`src/bus_core_pkg.sv`:
```
//~~~~~~~~~~~~~~~~~~~~~~~~~~~~~~~~~~~~~~~~~~~~~~~~~~~~~~~~~~
// Bus widths, PET memory map constants, Wishbone and phase types
//~~~~~~~~~~~~~~~~~~~~~~~~~~~~~~~~~~~~~~~~~~~~~~~~~~~~~~~~~~

`default_nettype none

package bus_core_pkg;

    localparam int unsigned CPU_ADDR_WIDTH = 16;
    localparam int unsigned RAM_ADDR_WIDTH = 17;    // 128 KiB
    localparam int unsigned WB_ADDR_WIDTH  = 18;
    localparam int unsigned DATA_WIDTH     = 8;

    typedef logic [CPU_ADDR_WIDTH-1:0] cpu_addr_t;
    typedef logic [RAM_ADDR_WIDTH-1:0] ram_addr_t;
    typedef logic [WB_ADDR_WIDTH-1:0]  wb_addr_t;
    typedef logic [DATA_WIDTH-1:0]     data_t;

    // Top Wishbone address bit picks the register file, clear means RAM
    localparam int unsigned WB_REG_SEL_BIT = WB_ADDR_WIDTH - 1;

    // I/O page E800-E8FF, chips selected by single address bits
    localparam cpu_addr_t   IO_BASE  = 16'hE800;
    localparam int unsigned PIA1_BIT = 4;           // E810
    localparam int unsigned PIA2_BIT = 5;           // E820
    localparam int unsigned VIA_BIT  = 6;           // E840

    localparam logic [WB_REG_SEL_BIT-1:0] REG_CTRL_ADDR = '0;
    localparam int unsigned CTRL_READY_BIT = 0;
    localparam int unsigned CTRL_RESET_BIT = 1;

    typedef struct packed {
        wb_addr_t addr;
        data_t    data;
        logic     we;
        logic     cycle;
        logic     strobe;
    } wb_req_t;

    typedef struct packed {
        data_t data;
        logic  stall;
        logic  ack;
    } wb_rsp_t;

    typedef struct packed {
        logic cpu_grant;
        logic wb_grant;
        logic cpu_clock;
        logic cpu_done;     // Last cycle of the CPU slot
    } bus_phase_t;

    typedef enum logic [1:0] {
        IDLE,
        DRIVE,
        CAPTURE
    } bridge_state_t;

endpackage

`default_nettype wire
```
`src/bus_core.sv`:
```
//~~~~~~~~~~~~~~~~~~~~~~~~~~~~~~~~~~~~~~~~~~~~~~~~~~~~~~~~~~
// Bus core top with RAM pin mux and Wishbone response merge
//~~~~~~~~~~~~~~~~~~~~~~~~~~~~~~~~~~~~~~~~~~~~~~~~~~~~~~~~~~

`timescale 1ns/100ps
`default_nettype none

module bus_core #(
    parameter int unsigned SLOT_CYCLES = 4
) (
    input  logic                    sys_clock_i,
    input  logic                    sys_reset_ni,

    // CPU
    input  bus_core_pkg::cpu_addr_t cpu_addr_i,
    input  logic                    cpu_we_i,
    output logic                    cpu_be_o,
    output logic                    cpu_clock_o,
    output logic                    cpu_ready_o,
    output logic                    cpu_reset_o,

    // Host Wishbone port
    input  bus_core_pkg::wb_req_t   wb_req_i,
    output bus_core_pkg::wb_rsp_t   wb_rsp_o,

    // RAM and I/O
    input  bus_core_pkg::data_t     ram_data_i,
    output bus_core_pkg::ram_addr_t ram_addr_o,
    output bus_core_pkg::data_t     ram_data_o,
    output logic                    ram_data_oe_o,
    output logic                    ram_oe_o,
    output logic                    ram_we_o,
    output logic                    io_oe_o,
    output logic                    pia1_cs_o,
    output logic                    pia2_cs_o,
    output logic                    via_cs_o
);
    import bus_core_pkg::*;

    bus_phase_t phase;
    logic       reg_target;
    logic       ram_sel;
    logic       reg_sel;
    wb_rsp_t    ram_rsp;
    wb_rsp_t    reg_rsp;
    ram_addr_t  bridge_addr;
    logic       bridge_data_oe;
    logic       bridge_oe;
    logic       bridge_we;
    logic       ram_en;
    logic       io_en;
    logic       pia1_en;
    logic       pia2_en;
    logic       via_en;

    bus_timing #(
        .SLOT_CYCLES(SLOT_CYCLES)
    ) timing (
        .sys_clock_i (sys_clock_i),
        .sys_reset_ni(sys_reset_ni),
        .phase_o     (phase)
    );

    // Targets only see a request inside the grant window
    assign reg_target = wb_req_i.addr[WB_REG_SEL_BIT];
    assign ram_sel    = phase.wb_grant && !reg_target;
    assign reg_sel    = phase.wb_grant && reg_target;

    wb_ram_bridge ram_bridge (
        .sys_clock_i  (sys_clock_i),
        .sys_reset_ni (sys_reset_ni),
        .wb_req_i     (wb_req_i),
        .wb_sel_i     (ram_sel),
        .wb_rsp_o     (ram_rsp),
        .ram_data_i   (ram_data_i),
        .ram_addr_o   (bridge_addr),
        .ram_data_o   (ram_data_o),     // Only driven onto the bus when data OE is set
        .ram_data_oe_o(bridge_data_oe),
        .ram_oe_o     (bridge_oe),
        .ram_we_o     (bridge_we)
    );

    register_file regs (
        .sys_clock_i (sys_clock_i),
        .sys_reset_ni(sys_reset_ni),
        .wb_req_i    (wb_req_i),
        .wb_sel_i    (reg_sel),
        .wb_rsp_o    (reg_rsp),
        .cpu_ready_o (cpu_ready_o),
        .cpu_reset_o (cpu_reset_o)
    );

    address_decoder decoder (
        .addr_i   (cpu_addr_i),
        .ram_en_o (ram_en),
        .io_en_o  (io_en),
        .pia1_en_o(pia1_en),
        .pia2_en_o(pia2_en),
        .via_en_o (via_en)
    );

    // One request in flight, so at most one ack per cycle
    always_comb begin
        wb_rsp_o.ack   = ram_rsp.ack || reg_rsp.ack;
        wb_rsp_o.data  = ram_rsp.ack ? ram_rsp.data : reg_rsp.data;
        wb_rsp_o.stall = !phase.wb_grant || (reg_target ? reg_rsp.stall : ram_rsp.stall);
    end

    assign cpu_be_o    = phase.cpu_grant;
    assign cpu_clock_o = phase.cpu_clock;

    // RAM pins belong to the CPU in its slot, to the bridge otherwise
    always_comb begin
        if (cpu_be_o) begin
            ram_addr_o    = {1'b0, cpu_addr_i};     // CPU sees the low 64 KiB
            ram_oe_o      = ram_en && !cpu_we_i;
            ram_we_o      = ram_en && cpu_we_i && phase.cpu_done;
            ram_data_oe_o = 1'b0;                   // CPU drives the data bus
        end else begin
            ram_addr_o    = bridge_addr;
            ram_oe_o      = bridge_oe;
            ram_we_o      = bridge_we;
            ram_data_oe_o = bridge_data_oe;
        end
    end

    assign io_oe_o   = io_en && cpu_be_o;
    assign pia1_cs_o = pia1_en && cpu_be_o;
    assign pia2_cs_o = pia2_en && cpu_be_o;
    assign via_cs_o  = via_en && cpu_be_o;

endmodule

`default_nettype wire

```
`src/address_decoder.sv`:
```
//~~~~~~~~~~~~~~~~~~~~~~~~~~~~~~~~~~~~~~~~~~~~~~~~~~~~~~~~~~
// PET memory map decode of the CPU address
//~~~~~~~~~~~~~~~~~~~~~~~~~~~~~~~~~~~~~~~~~~~~~~~~~~~~~~~~~~

`timescale 1ns/100ps
`default_nettype none

module address_decoder (
    input  bus_core_pkg::cpu_addr_t addr_i,
    output logic                    ram_en_o,
    output logic                    io_en_o,
    output logic                    pia1_en_o,
    output logic                    pia2_en_o,
    output logic                    via_en_o
);
    import bus_core_pkg::*;

    localparam int unsigned PAGE_BITS = 8;      // 256 byte pages

    // Whole I/O page is claimed, even unpopulated holes
    assign io_en_o = addr_i[CPU_ADDR_WIDTH-1:PAGE_BITS] == IO_BASE[CPU_ADDR_WIDTH-1:PAGE_BITS];

    // Everything outside the I/O page is RAM
    assign ram_en_o = !io_en_o;

    // Partial decode like the original board, so E830 hits both PIAs
    assign pia1_en_o = io_en_o && addr_i[PIA1_BIT];
    assign pia2_en_o = io_en_o && addr_i[PIA2_BIT];
    assign via_en_o  = io_en_o && addr_i[VIA_BIT];

endmodule

`default_nettype wire

```
`src/register_file.sv`:
```
//~~~~~~~~~~~~~~~~~~~~~~~~~~~~~~~~~~~~~~~~~~~~~~~~~~~~~~~~~~
// Wishbone control register for CPU reset and ready
//~~~~~~~~~~~~~~~~~~~~~~~~~~~~~~~~~~~~~~~~~~~~~~~~~~~~~~~~~~

`timescale 1ns/100ps
`default_nettype none

module register_file (
    input  logic                  sys_clock_i,
    input  logic                  sys_reset_ni,
    input  bus_core_pkg::wb_req_t wb_req_i,
    input  logic                  wb_sel_i,
    output bus_core_pkg::wb_rsp_t wb_rsp_o,
    output logic                  cpu_ready_o,
    output logic                  cpu_reset_o
);
    import bus_core_pkg::*;

    logic  accept;
    logic  ctrl_hit;
    logic  ack_q;
    data_t rd_data_q;

    assign accept   = wb_sel_i && wb_req_i.cycle && wb_req_i.strobe;   // Never stalls
    assign ctrl_hit = wb_req_i.addr[WB_REG_SEL_BIT-1:0] == REG_CTRL_ADDR;

    always_ff @(posedge sys_clock_i or negedge sys_reset_ni) begin
        if (!sys_reset_ni) begin
            ack_q       <= 1'b0;
            cpu_ready_o <= 1'b0;
            cpu_reset_o <= 1'b1;    // CPU held in reset until the host lets go
        end else begin
            ack_q <= accept;
            if (accept && wb_req_i.we && ctrl_hit) begin
                cpu_ready_o <= wb_req_i.data[CTRL_READY_BIT];
                cpu_reset_o <= wb_req_i.data[CTRL_RESET_BIT];
            end
        end
    end

    // Unmapped offsets read as zero
    always_ff @(posedge sys_clock_i) begin
        if (accept) begin
            rd_data_q <= '0;
            if (ctrl_hit) begin
                rd_data_q[CTRL_READY_BIT] <= cpu_ready_o;
                rd_data_q[CTRL_RESET_BIT] <= cpu_reset_o;
            end
        end
    end

    assign wb_rsp_o = '{
        data:  rd_data_q,
        stall: 1'b0,
        ack:   ack_q
    };

endmodule

`default_nettype wire

```
`src/wb_ram_bridge.sv`:
```
//~~~~~~~~~~~~~~~~~~~~~~~~~~~~~~~~~~~~~~~~~~~~~~~~~~~~~~~~~~
// Wishbone target running one RAM cycle per request
//~~~~~~~~~~~~~~~~~~~~~~~~~~~~~~~~~~~~~~~~~~~~~~~~~~~~~~~~~~

`timescale 1ns/100ps
`default_nettype none

module wb_ram_bridge (
    input  logic                    sys_clock_i,
    input  logic                    sys_reset_ni,

    // Wishbone side
    input  bus_core_pkg::wb_req_t   wb_req_i,
    input  logic                    wb_sel_i,       // RAM addressed and grant active
    output bus_core_pkg::wb_rsp_t   wb_rsp_o,

    // RAM pins, muxed with the CPU at the top level
    input  bus_core_pkg::data_t     ram_data_i,
    output bus_core_pkg::ram_addr_t ram_addr_o,
    output bus_core_pkg::data_t     ram_data_o,
    output logic                    ram_data_oe_o,
    output logic                    ram_oe_o,
    output logic                    ram_we_o
);
    import bus_core_pkg::*;

    bridge_state_t state_q;
    ram_addr_t     addr_q;
    data_t         wr_data_q;
    data_t         rd_data_q;
    logic          we_q;
    logic          accept;

    assign accept = wb_sel_i && wb_req_i.cycle && wb_req_i.strobe && (state_q == IDLE);

    // IDLE -> DRIVE -> CAPTURE, ack lands two cycles after accept
    always_ff @(posedge sys_clock_i or negedge sys_reset_ni) begin
        if (!sys_reset_ni) begin
            state_q <= IDLE;
        end else begin
            case (state_q)
                IDLE: begin
                    if (accept) begin
                        state_q <= DRIVE;
                    end
                end
                DRIVE:   state_q <= CAPTURE;
                default: state_q <= IDLE;
            endcase
        end
    end

    always_ff @(posedge sys_clock_i) begin
        if (accept) begin
            addr_q    <= wb_req_i.addr[RAM_ADDR_WIDTH-1:0];
            wr_data_q <= wb_req_i.data;
            we_q      <= wb_req_i.we;
        end
        // RAM output is valid by the end of the OE cycle
        if (state_q == DRIVE && !we_q) begin
            rd_data_q <= ram_data_i;
        end
    end

    assign ram_addr_o    = addr_q;
    assign ram_data_o    = wr_data_q;
    assign ram_oe_o      = (state_q == DRIVE) && !we_q;
    assign ram_we_o      = (state_q == DRIVE) && we_q;
    assign ram_data_oe_o = (state_q != IDLE) && we_q;   // Hold data one cycle past WE

    // Busy until the cycle completes
    assign wb_rsp_o = '{
        data:  rd_data_q,
        stall: state_q != IDLE,
        ack:   state_q == CAPTURE
    };

endmodule

`default_nettype wire

```
`src/bus_timing.sv`:
```
//~~~~~~~~~~~~~~~~~~~~~~~~~~~~~~~~~~~~~~~~~~~~~~~~~~~~~~~~~~
// Slot counter for CPU and Wishbone bus ownership
//~~~~~~~~~~~~~~~~~~~~~~~~~~~~~~~~~~~~~~~~~~~~~~~~~~~~~~~~~~

`timescale 1ns/100ps
`default_nettype none

module bus_timing #(
    parameter int unsigned SLOT_CYCLES = 4          // Minimum 3
) (
    input  logic                     sys_clock_i,
    input  logic                     sys_reset_ni,
    output bus_core_pkg::bus_phase_t phase_o
);
    import bus_core_pkg::*;

    localparam int unsigned PERIOD      = 2 * SLOT_CYCLES;
    localparam int unsigned COUNT_WIDTH = $clog2(PERIOD);
    // Last Wishbone cycle that may accept, so DRIVE and CAPTURE still fit
    localparam int unsigned WB_LAST     = PERIOD - 3;

    logic [COUNT_WIDTH-1:0] count_q;
    logic                   cpu_half;
    bus_phase_t             phase_next;

    assign cpu_half = count_q < COUNT_WIDTH'(SLOT_CYCLES);

    always_comb begin
        phase_next.cpu_grant = cpu_half;
        phase_next.cpu_clock = cpu_half;    // Phi2 high while the CPU owns the bus
        phase_next.cpu_done  = count_q == COUNT_WIDTH'(SLOT_CYCLES - 1);
        phase_next.wb_grant  = !cpu_half && (count_q <= COUNT_WIDTH'(WB_LAST));
    end

    // Outputs lag the counter by one cycle
    always_ff @(posedge sys_clock_i or negedge sys_reset_ni) begin
        if (!sys_reset_ni) begin
            count_q <= '0;                  // Start in the CPU half
            phase_o <= '0;
        end else begin
            phase_o <= phase_next;
            if (count_q == COUNT_WIDTH'(PERIOD - 1)) begin
                count_q <= '0;
            end else begin
                count_q <= count_q + 1'b1;
            end
        end
    end

endmodule

`default_nettype wire

```
`config.mk`:
```
export PLATFORM = sky130hd
export DESIGN_NAME = bus_core
export DESIGN_NICKNAME = d
export VERILOG_FILES = /design/src/bus_core_pkg.sv /design/src/bus_core.sv /design/src/address_decoder.sv /design/src/register_file.sv /design/src/wb_ram_bridge.sv /design/src/bus_timing.sv
export SDC_FILE = /design/constraint.sdc
export NUM_CORES = 1
export LEC_CHECK = 0
export BUFFER_PORTS_ARGS = -buffer_cell sky130_fd_sc_hd__buf_2
export CAP_MARGIN = 20
export CELL_PAD_IN_SITES_DETAIL_PLACEMENT = 1
export CELL_PAD_IN_SITES_GLOBAL_PLACEMENT = 1
export CORE_MARGIN = 2
export CORE_UTILIZATION = 31
export CTS_CLUSTER_DIAMETER = 30
export DETAILED_ROUTE_END_ITERATION = 8
export PLACE_DENSITY_LB_ADDON = 0.15
export SLEW_MARGIN = 15
export SYNTH_ARGS = -nofsm -noshare
export SYNTH_HDL_FRONTEND = slang
export SYNTH_SLANG_ARGS = --single-unit
```
`constraint.sdc`:
```
create_clock -name sys_clock_i -period 3.8 [get_ports sys_clock_i]
set_clock_uncertainty 0.1 [all_clocks]
set_input_delay 0.95 -clock sys_clock_i [delete_from_list [all_inputs] [get_ports sys_clock_i]]
set_output_delay 0.95 -clock sys_clock_i [all_outputs]
set_load 0.02 [all_outputs]
```
After elaboration in Yosys (flattened, before gate mapping)
Cells that the tools add are included.
{"block": "word_totals", "in_bits": 56, "out_inout_bits": 46, "regBits": 47}
{"block": "op_classes", "magnitude_cmp": 2, "n_eq_ne": 6, "n_addsub": 1, "reduce_logical": 34, "n_mux": 9}
{"op": "1-bit logical AND", "n": 23}
{"op": "17-bit logical NOT", "n": 1}
{"op": "17-bit 2-to-1 mux", "n": 1}
{"op": "8-bit == test (second input constant)", "n": 1}
{"op": "8-bit 2-to-1 mux", "n": 1}
{"op": "1-bit logical NOT", "n": 6}
{"op": "1-bit 2-to-1 mux", "n": 4}
{"op": "2-bit case mux with 2 select lines", "n": 1}
{"op": "3-bit by 1-bit adder with 3-bit output (second input constant)", "n": 1}
{"op": "3-bit by 2-bit == test with 1-bit output (second input constant)", "n": 1}
{"op": "3-bit == test (second input constant)", "n": 1}
{"op": "3-bit less-or-equal comparator (second input constant)", "n": 1}
{"op": "3-bit < comparator (second input constant)", "n": 1}
{"op": "3-bit 2-to-1 mux", "n": 1}
{"op": "2-bit by 1-bit == test with 1-bit output (second input constant)", "n": 1}
{"op": "2-bit == test (second input constant)", "n": 1}
{"op": "2-bit logical NOT", "n": 1}
{"op": "1-bit logical OR", "n": 2}
{"op": "2-bit 2-to-1 mux", "n": 1}
{"op": "2-bit by 1-bit != test with 1-bit output (second input constant)", "n": 1}
{"op": "2-bit nonzero test", "n": 1}

Longest topological paths before layout
{"block": "logic_depth", "depth_word": 7, "ltp_mapped": 4, "ltp_nobuf": 4}

Cells and area by module
A second synthesis with hierarchy kept.
{"block": "hier_totals", "cells_unflattened": 144, "area_unflattened_um2": 2178.3}
{"mod": "wb_ram_bridge", "n_inst": 1, "area_per_inst_um2": 1128.6, "seq_area_each_um2": 1071.0, "cells_each": 45}
{"mod": "bus_core", "n_inst": 1, "area_per_inst_um2": 456.7, "seq_area_each_um2": 0.0, "cells_each": 45}
{"mod": "register_file", "n_inst": 1, "area_per_inst_um2": 307.8, "seq_area_each_um2": 136.4, "cells_each": 29}
{"mod": "bus_timing", "n_inst": 1, "area_per_inst_um2": 226.5, "seq_area_each_um2": 150.1, "cells_each": 15}
{"mod": "address_decoder", "n_inst": 1, "area_per_inst_um2": 58.8, "seq_area_each_um2": 0.0, "cells_each": 10}

Least setup slack after synthesis
No wires, ideal clock.
{"block": "synth_timing", "path_kind": "in2reg", "startpoint": "input wb_req_i[0] in the netlist's numbering", "endpoint": "register ram_bridge.addr_q[0], in the netlist ram_bridge.ram_addr_o[0], enable pin", "t_arrival_ps": 3546, "path_slack_ps": -321, "path_buffers": 0, "cell_stages": 2, "cell_sequence": "nand3_1 -> nor4_1"}
{"block": "synth_via", "elab_chain_cells": 2}
{"item": "from (decl)", "line": "bus_core.sv:23", "text": "input bus_core_pkg::wb_req_t wb_req_i,"}
{"item": "1-bit logical AND (2 in a row)", "line": "wb_ram_bridge.sv:34", "text": "assign accept = wb_sel_i && wb_req_i.cycle && wb_req_i.strobe && (state_q == IDLE);"}
{"item": "named net ram_bridge.accept", "line": "wb_ram_bridge.sv:32", "text": "logic accept;"}
{"item": "to (signal assigned)", "line": "wb_ram_bridge.sv:55", "text": "addr_q <= wb_req_i.addr[RAM_ADDR_WIDTH-1:0];"}
{"item": "to (decl)", "line": "wb_ram_bridge.sv:28", "text": "ram_addr_t addr_q;"}
The timed path passes the listed nets, and every way through them passes these cells.
A chain may end at the register's enable or synchronous reset.

Final worst setup path
{"block": "layout_timing", "startpoint": "input cpu_addr_i[10]", "endpoint": "output ram_we_o"}
{"block": "layout_via", "elab_chain_cells": 5}
{"item": "from (decl)", "line": "bus_core.sv:15", "text": "input bus_core_pkg::cpu_addr_t cpu_addr_i,"}
{"item": "8-bit == test", "line": "address_decoder.sv:21", "text": "assign io_en_o = addr_i[CPU_ADDR_WIDTH-1:PAGE_BITS] == IO_BASE[CPU_ADDR_WIDTH-1:PAGE_BITS];"}
{"item": "1-bit logical NOT", "line": "address_decoder.sv:24", "text": "assign ram_en_o = !io_en_o;"}
{"item": "1-bit logical AND (2 in a row)", "line": "bus_core.sv:117", "text": "ram_we_o = ram_en && cpu_we_i && phase.cpu_done;"}
{"item": "1-bit 2-to-1 mux", "line": "bus_core.sv:114", "text": "if (cpu_be_o) begin"}
{"item": "to (decl)", "line": "bus_core.sv:32", "text": "output logic ram_we_o,"}
No other way between the ends.

==> results.json <==
{
  "layout_setup_ws_ns": 0.415,
  "synth-async-reset-ratio_pct": 23.4,
  "reg2reg_to": "ram_bridge.rd_data_q[0]",
  "maxCapViolCount": 0,
  "grt-ovfl-total": 0,
  "placed_cell_area_um2": 2540,
  "gp_congestion": 0.723,
  "synth_cell_types": 25,
  "p_comb_share_pct": 7.6,
  "via_per_inst": 4.41,
  "max_slew.worst_pin.slew_ns": 0.705,
  "synthCells": 126,
  "core_um2": 5990,
  "timing.final.crit_share_pct": 89.1,
  "utilization_pct": 43.8,
  "critPathCaptureType": "output pin",
  "route.detailed.wl_per_inst_um": 14.7,
  "layout-drive-gt1-share_pct": 56.7,
  "track_usage_pct": 13.7,
  "maxSlewViolCount": 0,
  "synth.avg_cell_area_um2": 15.3,
  "io-pin-count": 102,
  "die-area_um2": 6880,
  "clk_pin_slew_ns": 0.07,
  "root_buffer": "clkbuf_8",
  "grt_pass1_wl_um": 7400,
  "n_antenna_cell": 0,
  "rsz0062_at_grt": "false",
  "synth_warnings": 0,
  "netlist_area_um2": 1930,
  "drtIter0Drc": 40,
  "drcViolationCount": 0,
  "synthTopCellsByArea": "edfxtp_1 (56%), dfrtp_1 (13%), mux2_2 (11%)",
  "synth_top_area_cell": "edfxtp_1",
  "ir_drop_mv": 0.170,
  "swShare_pct": 21.1,
  "hold_path.class": "reg -> reg",
  "ys_ff_latch": 47,
  "pre_cts_slack_ns": 0.406,
  "grt_pass1_vias": 1478,
  "dieHeight_um": 83.0,
  "hold_buffers": 0,
  "p_int_mw": 0.718,
  "synthTopCellsByCount": "edfxtp_1 (36), mux2_2 (19), and2_1 (11), dfrtp_1 (10), nor2_1 (8)",
  "die_x_um": 83.0,
  "syn_nets": 185,
  "cts.sinks": 47,
  "tns_ns": 0,
  "p_switching_mw": 0.191,
  "syn_to_final_growth_pct": 35.7,
  "slew_headroom_pct": 52.8,
  "hold_start": "timing.count_q[0]",
  "r2r_cells": 2,
  "hold_end": "timing.count_q[0]",
  "clock_latency_ns": 0.30,
  "fmax_mhz": 295,
  "cts_tree": "done",
  "drt_first_pass_iters": 4,
  "start_util_pct": 32.3,
  "layoutNonFillerInstCount": 308,
  "worstPathArrival_ns": 2.33,
  "antenna_found_initial": 0,
  "path_max_fanout": 2,
  "powerDensity_nw_per_um2": 346,
  "ctsResizeCount": 0,
  "seq_area_frac_synth_pct": 70.2,
  "hpwl_um": 3570,
  "clock_path_buffers": 2,
  "synth.most_common_cell": "edfxtp_1",
  "num-nets-final": 291,
  "fin_area_um2": 2620,
  "synth_top_area_share_pct": 55.9,
  "power.static_leakage_nw": 1.16,
  "hold_path_depth": 1,
  "num_vias": 1358,
  "port_buffers": 101,
  "post_cts_buffers": 0,
  "outcome": "completed",
  "rrSetupSlack_ns": 2.10,
  "cts_buffers": 5,
  "rows": 28,
  "r2r_start": "ram_bridge.state_q[1]",
  "wl_um": 4520,
  "synth_enable_flop_cells": 36,
  "dp_cells": 300,
  "fin_crit_ns": 3.38,
  "p_seq_share_pct": 60.8,
  "finalSetupViolations": 0,
  "p_clk_share_pct": 31.6,
  "crit_type": "in -> out",
  "crit_required_ns": 2.75,
  "start_kind": "input pin",
  "synth_top_flop_cell": "edfxtp_1",
  "htreeDepth": 2,
  "grt_max_degree": 27,
  "hold_violations": 0,
  "ant_nets": 0
}
-- through the flow --
step                hold slack, ns  total power, mW
finish                       0.332            0.909
global route                 0.351            0.947
CTS                          0.336            0.922
detailed placement           0.324            0.634
global placement             0.315            0.633
floorplan                    0.301            0.589
-- power by group through the flow --
stage | clock, mW | combinational (mW) | sequential [mW]
floorplan | 0 | 0.0253 | 0.564
global placement | 0 | 0.0691 | 0.564
detailed placement | 0 | 0.0704 | 0.564
CTS | 0.299 | 0.0706 | 0.553
global route | 0.319 | 0.0760 | 0.553
finish | 0.287 | 0.0694 | 0.553
-- placed cells by master (no fill, tap or decap), drive strengths merged, types with 4 or more instances in the layout --
cell,synthesis,layout
edfxtp,36,36
and2,11,11
nor4,6,6
nand2,4,4
buf,2,103
inv,5,5
nor2,8,8
mux2,19,19
dfrtp,10,10
clkbuf,2,8
-- how the worst max path moves through the flow --
stage	start	to	slack [ns]	depth (start not counted)
6_report	cpu_addr_i[10]	ram_we_o	0.42	5
4_1_cts	cpu_addr_i[10]	via_cs_o	0.39	5
2_1_floorplan	cpu_addr_i[10]	pia1_cs_o	0.53	3
5_1_grt	cpu_addr_i[10]	via_cs_o	0.31	5
3_3_place_gp	cpu_addr_i[10]	pia1_cs_o	0.45	5
3_5_place_dp	cpu_addr_i[10]	via_cs_o	0.41	5
-- area by class of cell --
cell class	count	area, um^2
timing repair buffer	103	520
fill	666	3370
clock buffer	8	80.1
multi-input combinational	70	553
sequential	47	1360
inverter	5	18.8
tap	75	93.8
-- state kept, by name (all words and copies together) (netlist names) --
name                   count
ram_bridge.ram_addr_o     17
ram_bridge.ram_data_o      8
ram_bridge.rd_data_q       8
ram_bridge.state_q         2
ram_bridge.we_q            1
regs.ack_q                 1
regs.cpu_ready_o           1
regs.cpu_reset_o           1
regs.rd_data_q             2
timing.count_q             3
timing.phase_o             3
-- cells by family (layout without fill, tap and decap cells) --
logic type,after synthesis,after routing,share of synthesized area (%)
AND/OR/NAND/NOR,44,44,13.7
multiplexers,19,19,11.1
buffers and inverters,9,116,1.94
flip-flops,47,47,70.2
adder cells (fa/ha/maj),3,3,1.94
AO/OA/AOI/OAI,4,4,1.10
-- worst max-delay path, stage by stage --
cell     delay [ns]
buf_2          0.11
or4b_4         0.56
nor4b_1        0.39
o22ai_1        0.15
buf_2          0.18
-- metal layers --
metal / vias to the layer above / global-route usage [%] / wire (um)
met1: 630 / 16.9 / 1910
li1: 670 / - / -
met4: 0 / 4.47 / 53
met5: - / 0 / 0
met3: 4 / 4.57 / 318
met2: 54 / 22.7 / 2230
No activity file was read; power rests on OpenSTA's default activity.
